### src/source/core_macros.svh
`ifndef CORE_MACROS_SVH
`define CORE_MACROS_SVH

// Datapath widths
`define DATA_W      32
`define ADDR_W      32
`define REG_ADDR_W  5
`define REG_COUNT   32

// Instruction field widths
`define OPCODE_W    6
`define FUNCT_W     6
`define SHAMT_W     5
`define IMM_W       16

`define RESET_PC    32'h0000_0000

// Primary opcodes
`define OP_SPECIAL  6'b000000
`define OP_BEQ      6'b000100
`define OP_BNE      6'b000101
`define OP_ADDIU    6'b001001
`define OP_ORI      6'b001101
`define OP_LUI      6'b001111
`define OP_LW       6'b100011
`define OP_SW       6'b101011

// SPECIAL funct codes
`define FN_SLL      6'b000000
`define FN_ADDU     6'b100001
`define FN_SUBU     6'b100011
`define FN_AND      6'b100100
`define FN_OR       6'b100101
`define FN_SLT      6'b101010

`endif

### src/source/mips_pkg.sv
`default_nettype none

`include "core_macros.svh"

package mips_pkg;

  typedef logic [`DATA_W-1:0]     data_t;
  typedef logic [`REG_ADDR_W-1:0] reg_addr_t;
  typedef logic [`ADDR_W-1:0]     addr_t;

  typedef struct packed {
    logic [`OPCODE_W-1:0] opcode;
    reg_addr_t            rs;
    reg_addr_t            rt;
    reg_addr_t            rd;
    logic [`SHAMT_W-1:0]  shamt;
    logic [`FUNCT_W-1:0]  funct;
  } r_fmt_t;

  typedef struct packed {
    logic [`OPCODE_W-1:0] opcode;
    reg_addr_t            rs;
    reg_addr_t            rt;
    logic [`IMM_W-1:0]    imm16;
  } i_fmt_t;

  // Same instruction word, R-format or I-format view
  typedef union packed {
    r_fmt_t r;
    i_fmt_t i;
  } inst_u;

  typedef enum logic [2:0] {
    ALU_ADD,
    ALU_SUB,
    ALU_AND,
    ALU_OR,
    ALU_SLT,
    ALU_SLL
  } alu_op_e;

  typedef struct packed {
    logic                valid;
    alu_op_e             alu_op;
    data_t               operand_a;
    data_t               operand_b;
    logic [`SHAMT_W-1:0] shamt;
    logic                mem_read;
    logic                mem_write;
    data_t               store_data;
    logic                reg_write;
    reg_addr_t           dest;
    addr_t               pc;
  } idex_t;

  typedef struct packed {
    logic      valid;
    data_t     result;
    logic      mem_read;
    logic      mem_write;
    data_t     store_data;
    logic      reg_write;
    reg_addr_t dest;
    addr_t     pc;
  } exmem_t;

endpackage

`default_nettype wire

### src/source/bypass_if.sv
`default_nettype none

// Pending register write of one pipeline stage
interface bypass_if;
  import mips_pkg::*;

  logic      reg_write;
  reg_addr_t dest;
  data_t     value;
  logic      is_load;

  modport source (output reg_write, dest, value, is_load);
  modport sink   (input reg_write, dest, value, is_load);

endinterface

`default_nettype wire

### src/source/core.sv
`default_nettype none

module core (
  input  wire logic                clk,
  input  wire logic                arst_n_i,
  input  wire logic                stall_i,
  // ROM
  output mips_pkg::addr_t          rom_addr_o,
  input  wire mips_pkg::data_t     rom_data_i,
  // RAM
  output logic                     ram_en_o,
  output logic                     ram_write_en_o,
  output mips_pkg::addr_t          ram_addr_o,
  output mips_pkg::data_t          ram_write_data_o,
  input  wire mips_pkg::data_t     ram_read_data_i,
  // Write-back trace
  output logic                     debug_reg_write_en_o,
  output mips_pkg::reg_addr_t      debug_reg_write_addr_o,
  output mips_pkg::data_t          debug_reg_write_data_o,
  output mips_pkg::addr_t          debug_pc_o
);
  import mips_pkg::*;

  addr_t     if_pc;
  inst_u     if_inst;
  logic      hold;
  logic      branch_taken;
  addr_t     branch_target;
  reg_addr_t rs_addr;
  reg_addr_t rt_addr;
  data_t     rs_data;
  data_t     rt_data;
  idex_t     idex;
  exmem_t    exmem;

  bypass_if ex_bypass ();
  bypass_if mem_bypass ();

  fetch_stage fetch_inst (
    .clk             (clk),
    .arst_n_i        (arst_n_i),
    .stall_i         (stall_i),
    .hold_i          (hold),
    .branch_taken_i  (branch_taken),
    .branch_target_i (branch_target),
    .rom_data_i      (rom_data_i),
    .rom_addr_o      (rom_addr_o),
    .pc_o            (if_pc),
    .inst_o          (if_inst)
  );

  decode_stage decode_inst (
    .clk             (clk),
    .arst_n_i        (arst_n_i),
    .stall_i         (stall_i),
    .pc_i            (if_pc),
    .inst_i          (if_inst),
    .rs_data_i       (rs_data),
    .rt_data_i       (rt_data),
    .ex_bypass       (ex_bypass.sink),
    .mem_bypass      (mem_bypass.sink),
    .rs_addr_o       (rs_addr),
    .rt_addr_o       (rt_addr),
    .hold_o          (hold),
    .branch_taken_o  (branch_taken),
    .branch_target_o (branch_target),
    .idex_o          (idex)
  );

  reg_file reg_file_inst (
    .clk          (clk),
    .arst_n_i     (arst_n_i),
    .rs_addr_i    (rs_addr),
    .rt_addr_i    (rt_addr),
    .rs_data_o    (rs_data),
    .rt_data_o    (rt_data),
    .write_en_i   (debug_reg_write_en_o),
    .write_addr_i (debug_reg_write_addr_o),
    .write_data_i (debug_reg_write_data_o)
  );

  execute_stage execute_inst (
    .clk       (clk),
    .arst_n_i  (arst_n_i),
    .stall_i   (stall_i),
    .idex_i    (idex),
    .exmem_o   (exmem),
    .ex_bypass (ex_bypass.source)
  );

  mem_wb_stage mem_wb_inst (
    .clk              (clk),
    .arst_n_i         (arst_n_i),
    .stall_i          (stall_i),
    .exmem_i          (exmem),
    .ram_en_o         (ram_en_o),
    .ram_write_en_o   (ram_write_en_o),
    .ram_addr_o       (ram_addr_o),
    .ram_write_data_o (ram_write_data_o),
    .ram_read_data_i  (ram_read_data_i),
    .wb_en_o          (debug_reg_write_en_o),
    .wb_addr_o        (debug_reg_write_addr_o),
    .wb_data_o        (debug_reg_write_data_o),
    .wb_pc_o          (debug_pc_o),
    .mem_bypass       (mem_bypass.source)
  );

endmodule

`default_nettype wire

### src/source/decode_stage.sv
`default_nettype none

`include "core_macros.svh"

module decode_stage (
  input  wire logic            clk,
  input  wire logic            arst_n_i,
  input  wire logic            stall_i,
  input  wire mips_pkg::addr_t pc_i,
  input  wire mips_pkg::inst_u inst_i,
  input  wire mips_pkg::data_t rs_data_i,
  input  wire mips_pkg::data_t rt_data_i,
  bypass_if.sink               ex_bypass,
  bypass_if.sink               mem_bypass,
  output mips_pkg::reg_addr_t  rs_addr_o,
  output mips_pkg::reg_addr_t  rt_addr_o,
  output logic                 hold_o,
  output logic                 branch_taken_o,
  output mips_pkg::addr_t      branch_target_o,
  output mips_pkg::idex_t      idex_o
);
  import mips_pkg::*;

  logic  use_rs;
  logic  use_rt;
  logic  is_branch;
  logic  branch_eq;
  data_t rs_val;
  data_t rt_val;
  data_t imm_sext;
  idex_t id_word;

  // EX result wins over MEM, register file last
  function automatic data_t forward(input reg_addr_t addr, input data_t rf_val);
    if (addr != '0 && ex_bypass.reg_write && ex_bypass.dest == addr) begin
      return ex_bypass.value;
    end else if (addr != '0 && mem_bypass.reg_write && mem_bypass.dest == addr) begin
      return mem_bypass.value;
    end
    return rf_val;
  endfunction

  function automatic logic load_pending(input reg_addr_t addr);
    logic ex_hit;
    logic mem_hit;
    ex_hit  = ex_bypass.reg_write && ex_bypass.dest == addr;
    mem_hit = mem_bypass.reg_write && mem_bypass.dest == addr;
    return (addr != '0) && (ex_hit ? ex_bypass.is_load : (mem_hit && mem_bypass.is_load));
  endfunction

  assign rs_addr_o = inst_i.r.rs;
  assign rt_addr_o = inst_i.r.rt;
  assign imm_sext  = {{(`DATA_W-`IMM_W){inst_i.i.imm16[`IMM_W-1]}}, inst_i.i.imm16};
  assign branch_target_o = pc_i + addr_t'(4) + addr_t'({imm_sext[`DATA_W-3:0], 2'b00});

  always_comb begin
    rs_val = forward(inst_i.r.rs, rs_data_i);
    rt_val = forward(inst_i.r.rt, rt_data_i);
  end

  always_comb begin
    id_word            = '0;
    id_word.valid      = 1'b1;
    id_word.alu_op     = ALU_ADD;
    id_word.operand_a  = rs_val;
    id_word.operand_b  = rt_val;
    id_word.shamt      = inst_i.r.shamt;
    id_word.store_data = rt_val;
    id_word.dest       = inst_i.r.rd;
    id_word.pc         = pc_i;
    use_rs    = 1'b1;
    use_rt    = 1'b0;
    is_branch = 1'b0;
    branch_eq = 1'b0;
    case (inst_i.r.opcode)
      `OP_SPECIAL: begin
        use_rt            = 1'b1;
        id_word.reg_write = 1'b1;
        case (inst_i.r.funct)
          `FN_ADDU: id_word.alu_op = ALU_ADD;
          `FN_SUBU: id_word.alu_op = ALU_SUB;
          `FN_AND:  id_word.alu_op = ALU_AND;
          `FN_OR:   id_word.alu_op = ALU_OR;
          `FN_SLT:  id_word.alu_op = ALU_SLT;
          `FN_SLL: begin
            id_word.alu_op = ALU_SLL;
            use_rs         = 1'b0;
          end
          default:  id_word.reg_write = 1'b0;
        endcase
      end
      `OP_ADDIU, `OP_LW: begin
        id_word.operand_b = imm_sext;
        id_word.dest      = inst_i.i.rt;
        id_word.reg_write = 1'b1;
        id_word.mem_read  = (inst_i.i.opcode == `OP_LW);
      end
      `OP_ORI: begin
        id_word.alu_op    = ALU_OR;
        id_word.operand_b = data_t'(inst_i.i.imm16);
        id_word.dest      = inst_i.i.rt;
        id_word.reg_write = 1'b1;
      end
      `OP_LUI: begin
        use_rs            = 1'b0;
        id_word.alu_op    = ALU_OR;
        id_word.operand_a = '0;
        id_word.operand_b = {inst_i.i.imm16, {`IMM_W{1'b0}}};
        id_word.dest      = inst_i.i.rt;
        id_word.reg_write = 1'b1;
      end
      `OP_SW: begin
        use_rt            = 1'b1;
        id_word.operand_b = imm_sext;
        id_word.mem_write = 1'b1;
      end
      `OP_BEQ, `OP_BNE: begin
        use_rt    = 1'b1;
        is_branch = 1'b1;
        branch_eq = (inst_i.i.opcode == `OP_BEQ);
      end
      default: use_rs = 1'b0;
    endcase
    // Register 0 writes die here
    if (id_word.dest == '0) begin
      id_word.reg_write = 1'b0;
    end
    hold_o = (use_rs && load_pending(inst_i.r.rs)) || (use_rt && load_pending(inst_i.r.rt));
    branch_taken_o = is_branch && (branch_eq ? (rs_val == rt_val) : (rs_val != rt_val));
  end

  always_ff @(posedge clk or negedge arst_n_i) begin
    if (!arst_n_i) begin
      idex_o <= '0;
    end else if (!stall_i) begin
      // Bubble while waiting on a load
      idex_o <= hold_o ? '0 : id_word;
    end
  end

endmodule

`default_nettype wire

### src/source/execute_stage.sv
`default_nettype none

module execute_stage (
  input  wire logic             clk,
  input  wire logic             arst_n_i,
  input  wire logic             stall_i,
  input  wire mips_pkg::idex_t  idex_i,
  output mips_pkg::exmem_t      exmem_o,
  bypass_if.source              ex_bypass
);
  import mips_pkg::*;

  data_t  result;
  exmem_t ex_word;

  always_comb begin
    case (idex_i.alu_op)
      ALU_ADD: result = idex_i.operand_a + idex_i.operand_b;
      ALU_SUB: result = idex_i.operand_a - idex_i.operand_b;
      ALU_AND: result = idex_i.operand_a & idex_i.operand_b;
      ALU_OR:  result = idex_i.operand_a | idex_i.operand_b;
      // signed compare
      ALU_SLT: result = data_t'($signed(idex_i.operand_a) < $signed(idex_i.operand_b));
      ALU_SLL: result = idex_i.operand_b << idex_i.shamt;
      default: result = '0;
    endcase
  end

  // Loads expose the address here, so decode must wait
  assign ex_bypass.reg_write = idex_i.valid && idex_i.reg_write;
  assign ex_bypass.dest      = idex_i.dest;
  assign ex_bypass.value     = result;
  assign ex_bypass.is_load   = idex_i.mem_read;

  assign ex_word = '{
    valid:      idex_i.valid,
    result:     result,
    mem_read:   idex_i.mem_read,
    mem_write:  idex_i.mem_write,
    store_data: idex_i.store_data,
    reg_write:  idex_i.reg_write,
    dest:       idex_i.dest,
    pc:         idex_i.pc
  };

  always_ff @(posedge clk or negedge arst_n_i) begin
    if (!arst_n_i) begin
      exmem_o <= '0;
    end else if (!stall_i) begin
      exmem_o <= ex_word;
    end
  end

endmodule

`default_nettype wire

### src/source/fetch_stage.sv
`default_nettype none

`include "core_macros.svh"

module fetch_stage (
  input  wire logic            clk,
  input  wire logic            arst_n_i,
  input  wire logic            stall_i,
  input  wire logic            hold_i,
  input  wire logic            branch_taken_i,
  input  wire mips_pkg::addr_t branch_target_i,
  input  wire mips_pkg::data_t rom_data_i,
  output mips_pkg::addr_t      rom_addr_o,
  output mips_pkg::addr_t      pc_o,
  output mips_pkg::inst_u      inst_o
);
  import mips_pkg::*;

  addr_t pc_q;

  assign rom_addr_o = pc_q;

  // IF/ID resets to an all-zero word, which decodes as a nop
  always_ff @(posedge clk or negedge arst_n_i) begin
    if (!arst_n_i) begin
      pc_q   <= `RESET_PC;
      pc_o   <= `RESET_PC;
      inst_o <= '0;
    end else if (!stall_i && !hold_i) begin
      // Taken branch redirects after the delay slot fetch
      pc_q   <= branch_taken_i ? branch_target_i : pc_q + addr_t'(4);
      pc_o   <= pc_q;
      inst_o <= rom_data_i;
    end
  end

endmodule

`default_nettype wire

### src/source/mem_wb_stage.sv
`default_nettype none

module mem_wb_stage (
  input  wire logic                clk,
  input  wire logic                arst_n_i,
  input  wire logic                stall_i,
  input  wire mips_pkg::exmem_t    exmem_i,
  output logic                     ram_en_o,
  output logic                     ram_write_en_o,
  output mips_pkg::addr_t          ram_addr_o,
  output mips_pkg::data_t          ram_write_data_o,
  input  wire mips_pkg::data_t     ram_read_data_i,
  output logic                     wb_en_o,
  output mips_pkg::reg_addr_t      wb_addr_o,
  output mips_pkg::data_t          wb_data_o,
  output mips_pkg::addr_t          wb_pc_o,
  bypass_if.source                 mem_bypass
);
  import mips_pkg::*;

  // RAM request straight from EX/MEM
  assign ram_en_o         = exmem_i.valid && (exmem_i.mem_read || exmem_i.mem_write);
  assign ram_write_en_o   = exmem_i.valid && exmem_i.mem_write;
  assign ram_addr_o       = addr_t'(exmem_i.result);
  assign ram_write_data_o = exmem_i.store_data;

  // Load data not forwarded from here, decode holds instead
  assign mem_bypass.reg_write = exmem_i.valid && exmem_i.reg_write;
  assign mem_bypass.dest      = exmem_i.dest;
  assign mem_bypass.value     = exmem_i.result;
  assign mem_bypass.is_load   = exmem_i.mem_read;

  always_ff @(posedge clk or negedge arst_n_i) begin
    if (!arst_n_i) begin
      wb_en_o <= 1'b0;
    end else if (!stall_i) begin
      wb_en_o <= exmem_i.valid && exmem_i.reg_write;
    end
  end

  always_ff @(posedge clk) begin
    if (!stall_i) begin
      wb_addr_o <= exmem_i.dest;
      wb_data_o <= exmem_i.mem_read ? ram_read_data_i : exmem_i.result;
      wb_pc_o   <= exmem_i.pc;
    end
  end

endmodule

`default_nettype wire

### src/source/reg_file.sv
`default_nettype none

`include "core_macros.svh"

module reg_file (
  input  wire logic                clk,
  input  wire logic                arst_n_i,
  input  wire mips_pkg::reg_addr_t rs_addr_i,
  input  wire mips_pkg::reg_addr_t rt_addr_i,
  output mips_pkg::data_t          rs_data_o,
  output mips_pkg::data_t          rt_data_o,
  input  wire logic                write_en_i,
  input  wire mips_pkg::reg_addr_t write_addr_i,
  input  wire mips_pkg::data_t     write_data_i
);
  import mips_pkg::*;

  data_t regs [`REG_COUNT];

  // Zero register, then write-through, then storage
  function automatic data_t read_port(input reg_addr_t addr);
    if (addr == '0) begin
      return '0;
    end else if (write_en_i && write_addr_i == addr) begin
      return write_data_i;
    end
    return regs[addr];
  endfunction

  always_ff @(posedge clk or negedge arst_n_i) begin
    if (!arst_n_i) begin
      for (int i = 0; i < `REG_COUNT; i++) begin
        regs[i] <= '0;
      end
    end else if (write_en_i && write_addr_i != '0) begin
      regs[write_addr_i] <= write_data_i;
    end
  end

  always_comb begin
    rs_data_o = read_port(rs_addr_i);
    rt_data_o = read_port(rt_addr_i);
  end

endmodule

`default_nettype wire

### config.mk
export PLATFORM = sky130hd
export DESIGN_NAME = core
export DESIGN_NICKNAME = d
export VERILOG_FILES = /design/src/source/mips_pkg.sv /design/src/source/bypass_if.sv /design/src/source/core.sv /design/src/source/decode_stage.sv /design/src/source/execute_stage.sv /design/src/source/fetch_stage.sv /design/src/source/mem_wb_stage.sv /design/src/source/reg_file.sv
export VERILOG_INCLUDE_DIRS = /design/src /design/src/source
export SDC_FILE = /design/constraint.sdc
export NUM_CORES = 2
export LEC_CHECK = 0
export BUFFER_PORTS_ARGS = -buffer_cell sky130_fd_sc_hd__buf_2
export CAP_MARGIN = 25
export CORE_ASPECT_RATIO = 1.75
export CORE_MARGIN = 3
export CORE_UTILIZATION = 51
export DETAILED_ROUTE_END_ITERATION = 6
export PLACE_DENSITY_LB_ADDON = 0.05
export SLEW_MARGIN = 15
export SYNTH_ARGS = -nofsm -noshare
export SYNTH_HDL_FRONTEND = slang
export SYNTH_SLANG_ARGS = --single-unit
export TNS_END_PERCENT = 1
### constraint.sdc
create_clock -name clk -period 7.4 [get_ports clk]
set_clock_uncertainty 0.2 [all_clocks]
set_input_delay 0 -clock clk [delete_from_list [all_inputs] [get_ports clk]]
set_output_delay 0 -clock clk [all_outputs]
set_load 0.005 [all_outputs]
### Word-level counts from Yosys, hierarchy flattened

Cells that the tools add are included.

| word-level totals | value |
|---|---|
| word-level logic and storage cells | 199 |
| input bits | 67 |
| bits in registers | 1440 |

| cells by class | value |
|---|---|
| mux-type cells | 51 |
| reduce and logical (&&, ||, !) cells | 49 |
| equality and inequality tests | 25 |
| add/sub/neg operators | 5 |
| shift operators | 1 |
| bitwise operators | 5 |
| magnitude comparators | 5 |

Operator list:

| cell | number |
|---|---|
| $bwmux 1024 | 1 |
| $mux 32 | 20 |
| $bmux 32 s5 | 2 |
| $pmux 32 s6 | 1 |
| $demux 32 s5 | 1 |
| $mux 145 | 1 |
| $pmux 32 s3 | 1 |
| $add 32x3->32 const B | 2 |
| $add 32x32->32 | 2 |
| $eq 6x6->1 const B | 7 |
| $and 32x32->32 | 1 |
| $eq 32x32->1 | 1 |
| $lt 32x32->1 | 1 |
| $ne 32x32->1 | 1 |
| $or 32x32->32 | 1 |
| $shl 32x5->32 | 1 |
| $sub 32x32->32 | 1 |
| $eq 5x5->1 | 6 |
| $logic_and 1x1->1 | 28 |
| $mux 1 | 19 |
| $eq 6x4->1 const B | 3 |
| $ge 6x6->1 const B | 3 |
| $not 5->6 | 3 |
| $logic_not 5->1 | 3 |
| other kinds (18) | 31 |

### Longest topological paths before layout

| logic depth | value |
|---|---|
| depth in word-level cells | 10 |
| depth in mapped cells | 25 |

### By module

Synthesis repeated with hierarchy kept, for this count alone.

| second synthesis, totals | value |
|---|---|
| cell total of the unflattened synthesis | 6763 |
| area, all modules | 84483.5 µm² |

Modules (own cells, without submodules):

| module | sequential area each (µm²) | area an instance (µm²) | instances | cells each |
|---|---|---|---|---|
| reg_file | 25624.6 | 55444.4 | 1 | 3652 |
| execute_stage | 2627.5 | 10976.8 | 1 | 1254 |
| decode_stage | 3628.5 | 10092.2 | 1 | 1111 |
| fetch_stage | 2402.3 | 4531.8 | 1 | 533 |
| mem_wb_stage | 2097.0 | 3438.3 | 1 | 213 |

### Worst setup path after synthesis

No wires, ideal clock.

| timing | value |
|---|---|
| path type | register -> register |
| from | register decode_inst.idex_o[80] (netlist name) |
| to | register fetch_inst.pc_q[0] (netlist: fetch_inst.rom_addr_o[0]) |
| path buffers | 2 |
| slack | 1.868 ns |
| period minus slack after synthesis | 5.532 ns |
| stages on the path, launching flop included | 21 |
| arrival time | 5.207 ns |
| cells stage by stage | dfrtp_1 -> inv_1 -> ha_1 -> clkbuf_1 -> nor3_1 -> a2111oi_0 -> nand2_1 -> a211o_1 -> and3_1 -> a221o_1 -> xor2_1 -> nand4_1 -> a211o_1 -> or4_1 -> or4b_1 -> nor4_1 -> nand3_1 -> mux2i_2 -> and2_1 -> buf_2 -> mux2_2 |

| on the way | value |
|---|---|
| word-level cells in the longest chain between the ends | 8 |

RTL lines:

| item | RTL line | text |
|---|---|---|
| start, declared | decode_stage.sv:20 | `output mips_pkg::idex_t idex_o` |
| start signal, assigned | decode_stage.sv:137 | `idex_o <= hold_o ? '0 : id_word;` |
| $sub 32x32->32, or another cell as far along | execute_stage.sv:19 | `ALU_SUB: result = idex_i.operand_a - idex_i.operand_b;` |
| $pmux 32 s6 * | execute_stage.sv:17 | `case (idex_i.alu_op)` |
| $mux 32 | decode_stage.sv:35 | `if (addr != '0 && ex_bypass.reg_write && ex_bypass.dest == addr) begin` |
| $mux 32 | decode_stage.sv:40 | `return rf_val;` |
| $ne 32x32->1 or $eq 32x32->1 (tied branches) | decode_stage.sv:129 | `branch_taken_o = is_branch && (branch_eq ? (rs_val == rt_val) : (rs_val != rt_val));` |
| $mux 1 * | decode_stage.sv:129 |  |
| $logic_and 1x1->1 * | decode_stage.sv:129 |  |
| $mux 32 * | fetch_stage.sv:31 | `pc_q <= branch_taken_i ? branch_target_i : pc_q + addr_t'(4);` |
| end signal, assigned | fetch_stage.sv:26 | `` pc_q <= `RESET_PC; `` |
| end signal, assigned | fetch_stage.sv:31 |  |
| end, declared | fetch_stage.sv:19 | `addr_t pc_q;` |

Every way passes the cells marked *; elsewhere a longest branch is shown, timed or not.
A chain may end at the register's enable or synchronous reset.

### Worst setup path in the final report

| timing | value |
|---|---|
| from | register decode_inst.idex_o[92] (netlist name) |
| to | register fetch_inst.pc_q[22] (netlist: fetch_inst.rom_addr_o[22]) |

The elaborated chain is that of the path after synthesis.

==> load_flow_metrics.sql <==
INSERT INTO impl_metrics (metric_group, metric, value, unit) VALUES
('yosys', 'synth-edff-count', '69', ''),
('yosys', 'top_ff_cell_synth', 'sky130_fd_sc_hd__dfrtp_1', ''),
('routing', 'drc_errors', '0', ''),
('timing', 'setup_tns', '0', 'ns'),
('timing', 'report.final.setup_viol', '0', ''),
('timing', 'worst_slew_margin_rel', '15.0', '%'),
('yosys', 'synth.ff_latch_count', '1440', ''),
('yosys', 'synthCells', '6784', ''),
('floorplan', 'design.portCount', '235', ''),
('final_layout', 'design.final.nets', '7193', ''),
('min_path', 'hold_path.class', 'input pin to register', ''),
('critical_path', 'r2r-start', 'decode_inst.idex_o[92]$_DFFE_PN0N_', ''),
('final_layout', 'layout.cells.most_common', 'sky130_fd_sc_hd__dfrtp_1', ''),
('placed_design', 'gp_congestion', '1.03', ''),
('clock_tree', 'cts.htree.levels', '4', ''),
('clock_tree', 'clkSinkCount', '1440', ''),
('global_routing', 'track_usage', '40.6', '%'),
('critical_path', 'critPathSlowestCell', 'sky130_fd_sc_hd__a2111oi_0', ''),
('placed_design', 'numPortBuffers', '234', ''),
('critical_path', 'cp.required', '7.93', 'ns'),
('global_routing', 'grt_max_degree', '179', ''),
('global_routing', 'grt_pass1_vias', '64181', ''),
('critical_path', 'worstSetupStartpointType', 'register', ''),
('floorplan', 'die_area', '168000', 'µm²'),
('power', 'ratio_of_total_power_to_cell_area', '254', 'nW/µm²'),
('floorplan', 'floorplan.die.width', '311', 'µm'),
('run_status', 'run_status', 'complete, no violations', ''),
('timing', 'tightest_slew', '1.27', 'ns'),
('routing', 'drtAntennaViolNets', '0', ''),
('critical_path', 'critPathLaunch', 'decode_inst.idex_o[92]$_DFFE_PN0N_', ''),
('clock_tree', 'tritoncts', 'done', ''),
('power', 'power.total', '23700', 'µW'),
('critical_path', 'crit_path_frequent_cell', 'sky130_fd_sc_hd__a21oi_1', ''),
('global_routing', 'antenna_found_initial', '21', ''),
('clock_tree', 'ctsLongestPathBuffers', '4', ''),
('routing', 'vias', '63586', ''),
('yosys', 'synth_fp_nets', '7014', ''),
('floorplan', 'initial_utilization', '51.5', '%'),
('global_routing', 'grt_first_pass_wirelength', '488', 'mm'),
('yosys', 'proportion_of_synthesized_chip_area_in_sequential_cells', '43.7', '%'),
('clock_tree', 'clkSlewWorstSetupHoldPaths', '0.06', 'ns'),
('min_path', 'startpoint_of_the_tightest_hold_check_path', 'stall_i', ''),
('yosys', 'yosys_warnings', '0', ''),
('power', 'total_leakage_power', '0.0423', 'µW'),
('placed_design', 'dp_hpwl', '234', 'mm'),
('routing', 'wl_per_cell', '37.4', 'µm'),
('critical_path', 'max_stage_delay', '0.65', 'ns'),
('critical_path', 'criticalPathCategory', 'register to register', ''),
('timing', 'finalCriticalPeriod', '7.24', 'ns'),
('final_layout', 'leading_cell_types_in_the_layout_fill_and_taps_excluded', 'sky130_fd_sc_hd__dfrtp_1 (1358), sky130_fd_sc_hd__mux2_2 (1124), sky130_fd_sc_hd__mux4_2 (502), sky130_fd_sc_hd__nand2_1 (460), sky130_fd_sc_hd__buf_4 (313)', ''),
('critical_path', 'path_max_fanout', '20', ''),
('power', 'maximum_ir_drop_on_the_vdd_rail', '215', 'µV'),
('floorplan', 'die_h', '540', 'µm'),
('yosys', 'proportion_of_register_bits_with_asynchronous_set_or_reset_after_synthesis', '95.2', '%'),
('placed_design', 'placement.cell_area', '87200', 'µm²'),
('floorplan', 'fp.coreArea', '162000', 'µm²'),
('final_layout', 'layout-drive-gt1-share', '36.1', '%'),
('timing', 'timing.final.crit_share', '97.8', '%'),
('clock_tree', 'insertion_delay', '0.84', 'ns'),
('timing', 'timing.fmax', '0.138', 'GHz'),
('floorplan', 'floorplan.rows', '195', ''),
('clock_tree', 'cts_buffers', '153', ''),
('yosys', 'synth.distinct_cells', '96', ''),
('routing', 'drt_first_iter_violations', '7066', ''),
('critical_path', 'critical_path.endpoint_type', 'register', ''),
('clock_tree', 'clock_tree.root_cell', 'sky130_fd_sc_hd__clkbuf_16', ''),
('critical_path', 'critical_path.cell_chain', 'inv_1 > ha_1 > buf_4 > nor2b_1 > o21bai_1 > a21boi_0 > a21oi_1 > o2111ai_1 > a211o_1 > a21oi_1 > a2111oi_0 > o21ai_0 > o211ai_1 > xnor2_1 > nor4_1 > nand3_1 > mux2i_4 > buf_4 > mux2_2 > a21oi_1', ''),
('global_routing', 'grt_overflow_total', '0', ''),
('critical_path', 'cp_data_arrival_time', '7.77', 'ns'),
('routing', 'total_routed_wirelength', '346', 'mm'),
('routing', 'avgViaCountPerCell', '6.88', '');
[kinds of logic after synthesis]
logic type,share of synthesized area [%]
xor gates and xnor gates,0.884
buffers and inverters,4.55
and+or+nand+nor,6.53
DFF,43.7
adders and majority gates,2.48
muxes,32.1
AOI/OAI and AO/OA,9.81
[worst paths after layout]
kind                                                         endpoint  slack [ns]  depth (start not counted)
worst max-delay path            fetch_inst.rom_addr_o[22]$_DFFE_PN0P_        0.16                         20
worst min-delay path               decode_inst.idex_o[27]$_DFFE_PN0N_        0.06                          3
worst max register to register  fetch_inst.rom_addr_o[22]$_DFFE_PN0P_        0.16                         20
worst min register to register   reg_file_inst.regs[1020]$_DFFE_PN0P_        0.20                          0
max in group asynchronous           fetch_inst.inst_o[23]$_DFFE_PN0P_        5.36                          5
min in group asynchronous        execute_inst.exmem_o[18]$_DFFE_PN0N_        0.32                          4
[cell usage after synthesis, drive strengths merged, types with 80 or more instances]
| library cell | instances | area [µm²] |
|---|---|---|
| dfrtp | 1371 | 34300 |
| mux2 | 1124 | 12700 |
| mux4 | 502 | 11300 |
| nand2 | 472 | 1770 |
| clkbuf | 416 | 1560 |
| buf | 272 | 1670 |
| mux2i | 272 | 2730 |
| o21ai | 257 | 1290 |
| nor2 | 227 | 862 |
| a21oi | 218 | 1090 |
| ha | 160 | 2000 |
| inv | 147 | 552 |
| a22oi | 124 | 931 |
| nand3 | 107 | 536 |
| o22ai | 80 | 500 |
[registers in the layout, summed over array words and instances (netlist names)]
signal,count
decode_inst.idex_o,145
reg_file_inst.regs,1024
fetch_inst.pc_o,32
mem_wb_inst.wb_pc_o,32
mem_wb_inst.wb_data_o,32
fetch_inst.inst_o,32
fetch_inst.rom_addr_o,32
mem_wb_inst.wb_en_o,1
execute_inst.exmem_o,105
mem_wb_inst.wb_addr_o,5
[final cells by class]
| type | instances | area, µm² |
|---|---|---|
| Fill cell | 13380 | 68100 |
| Multi-Input combinational cell | 4508 | 43300 |
| Sequential cell | 1440 | 36400 |
| Timing Repair Buffer | 712 | 5520 |
| Clock buffer | 214 | 4480 |
| Tap cell | 2167 | 2710 |
| Clock inverter | 52 | 593 |
| Inverter | 148 | 562 |
| Antenna cell | 7 | 17.5 |
[per-stage QoR]
step                utilization, %  hold WS, ns  instances  setup WS [ns]
global placement              53.8       -0.186       8836          0.391
floorplan                        -       -0.496       6784           1.87
finish                        57.9       0.0640       9248          0.162
global route                  57.9       0.0764       9244        0.00971
CTS                           57.8       0.0487       9237          0.311
detailed placement            53.9       -0.183       8842          0.348
[metal layers]
layer	vias up	GRT usage [%]	routed length [µm]	part of all wire (%)
li1	25885	-	-	-
met1	33090	47.2	121000	35
met2	3376	65.5	162000	47
met3	1225	7.78	27200	7.9
met4	10	33.2	35600	10
met5	-	0	50	0.014
[power by group]
| group | internal, µW | switching, µW |
|---|---|---|
| logic | 2360 | 3680 |
| registers | 8750 | 901 |
| clock network | 4640 | 3400 |
| total | 15800 | 7980 |
[critical path, delay by kind of cell, from the launching register on]
kind,cells,cell delay (ns)
buffers and inverters,3,0.74
and+or+nand+nor,3,0.74
DFF,1,0.62
muxes,2,0.73
xor gates and xnor gates,1,0.14
AOI/OAI and AO/OA,10,3.43
adders and majority gates,1,0.52
[what timing repair did]
item | in CTS | in global routing
buffers inserted | 0 | 0
hold buffers | 129 | 0
hold endpoints to repair | 955 | 0
gates resized for setup | 0 | 0
Note: power is estimated with default switching activity, not from simulation.
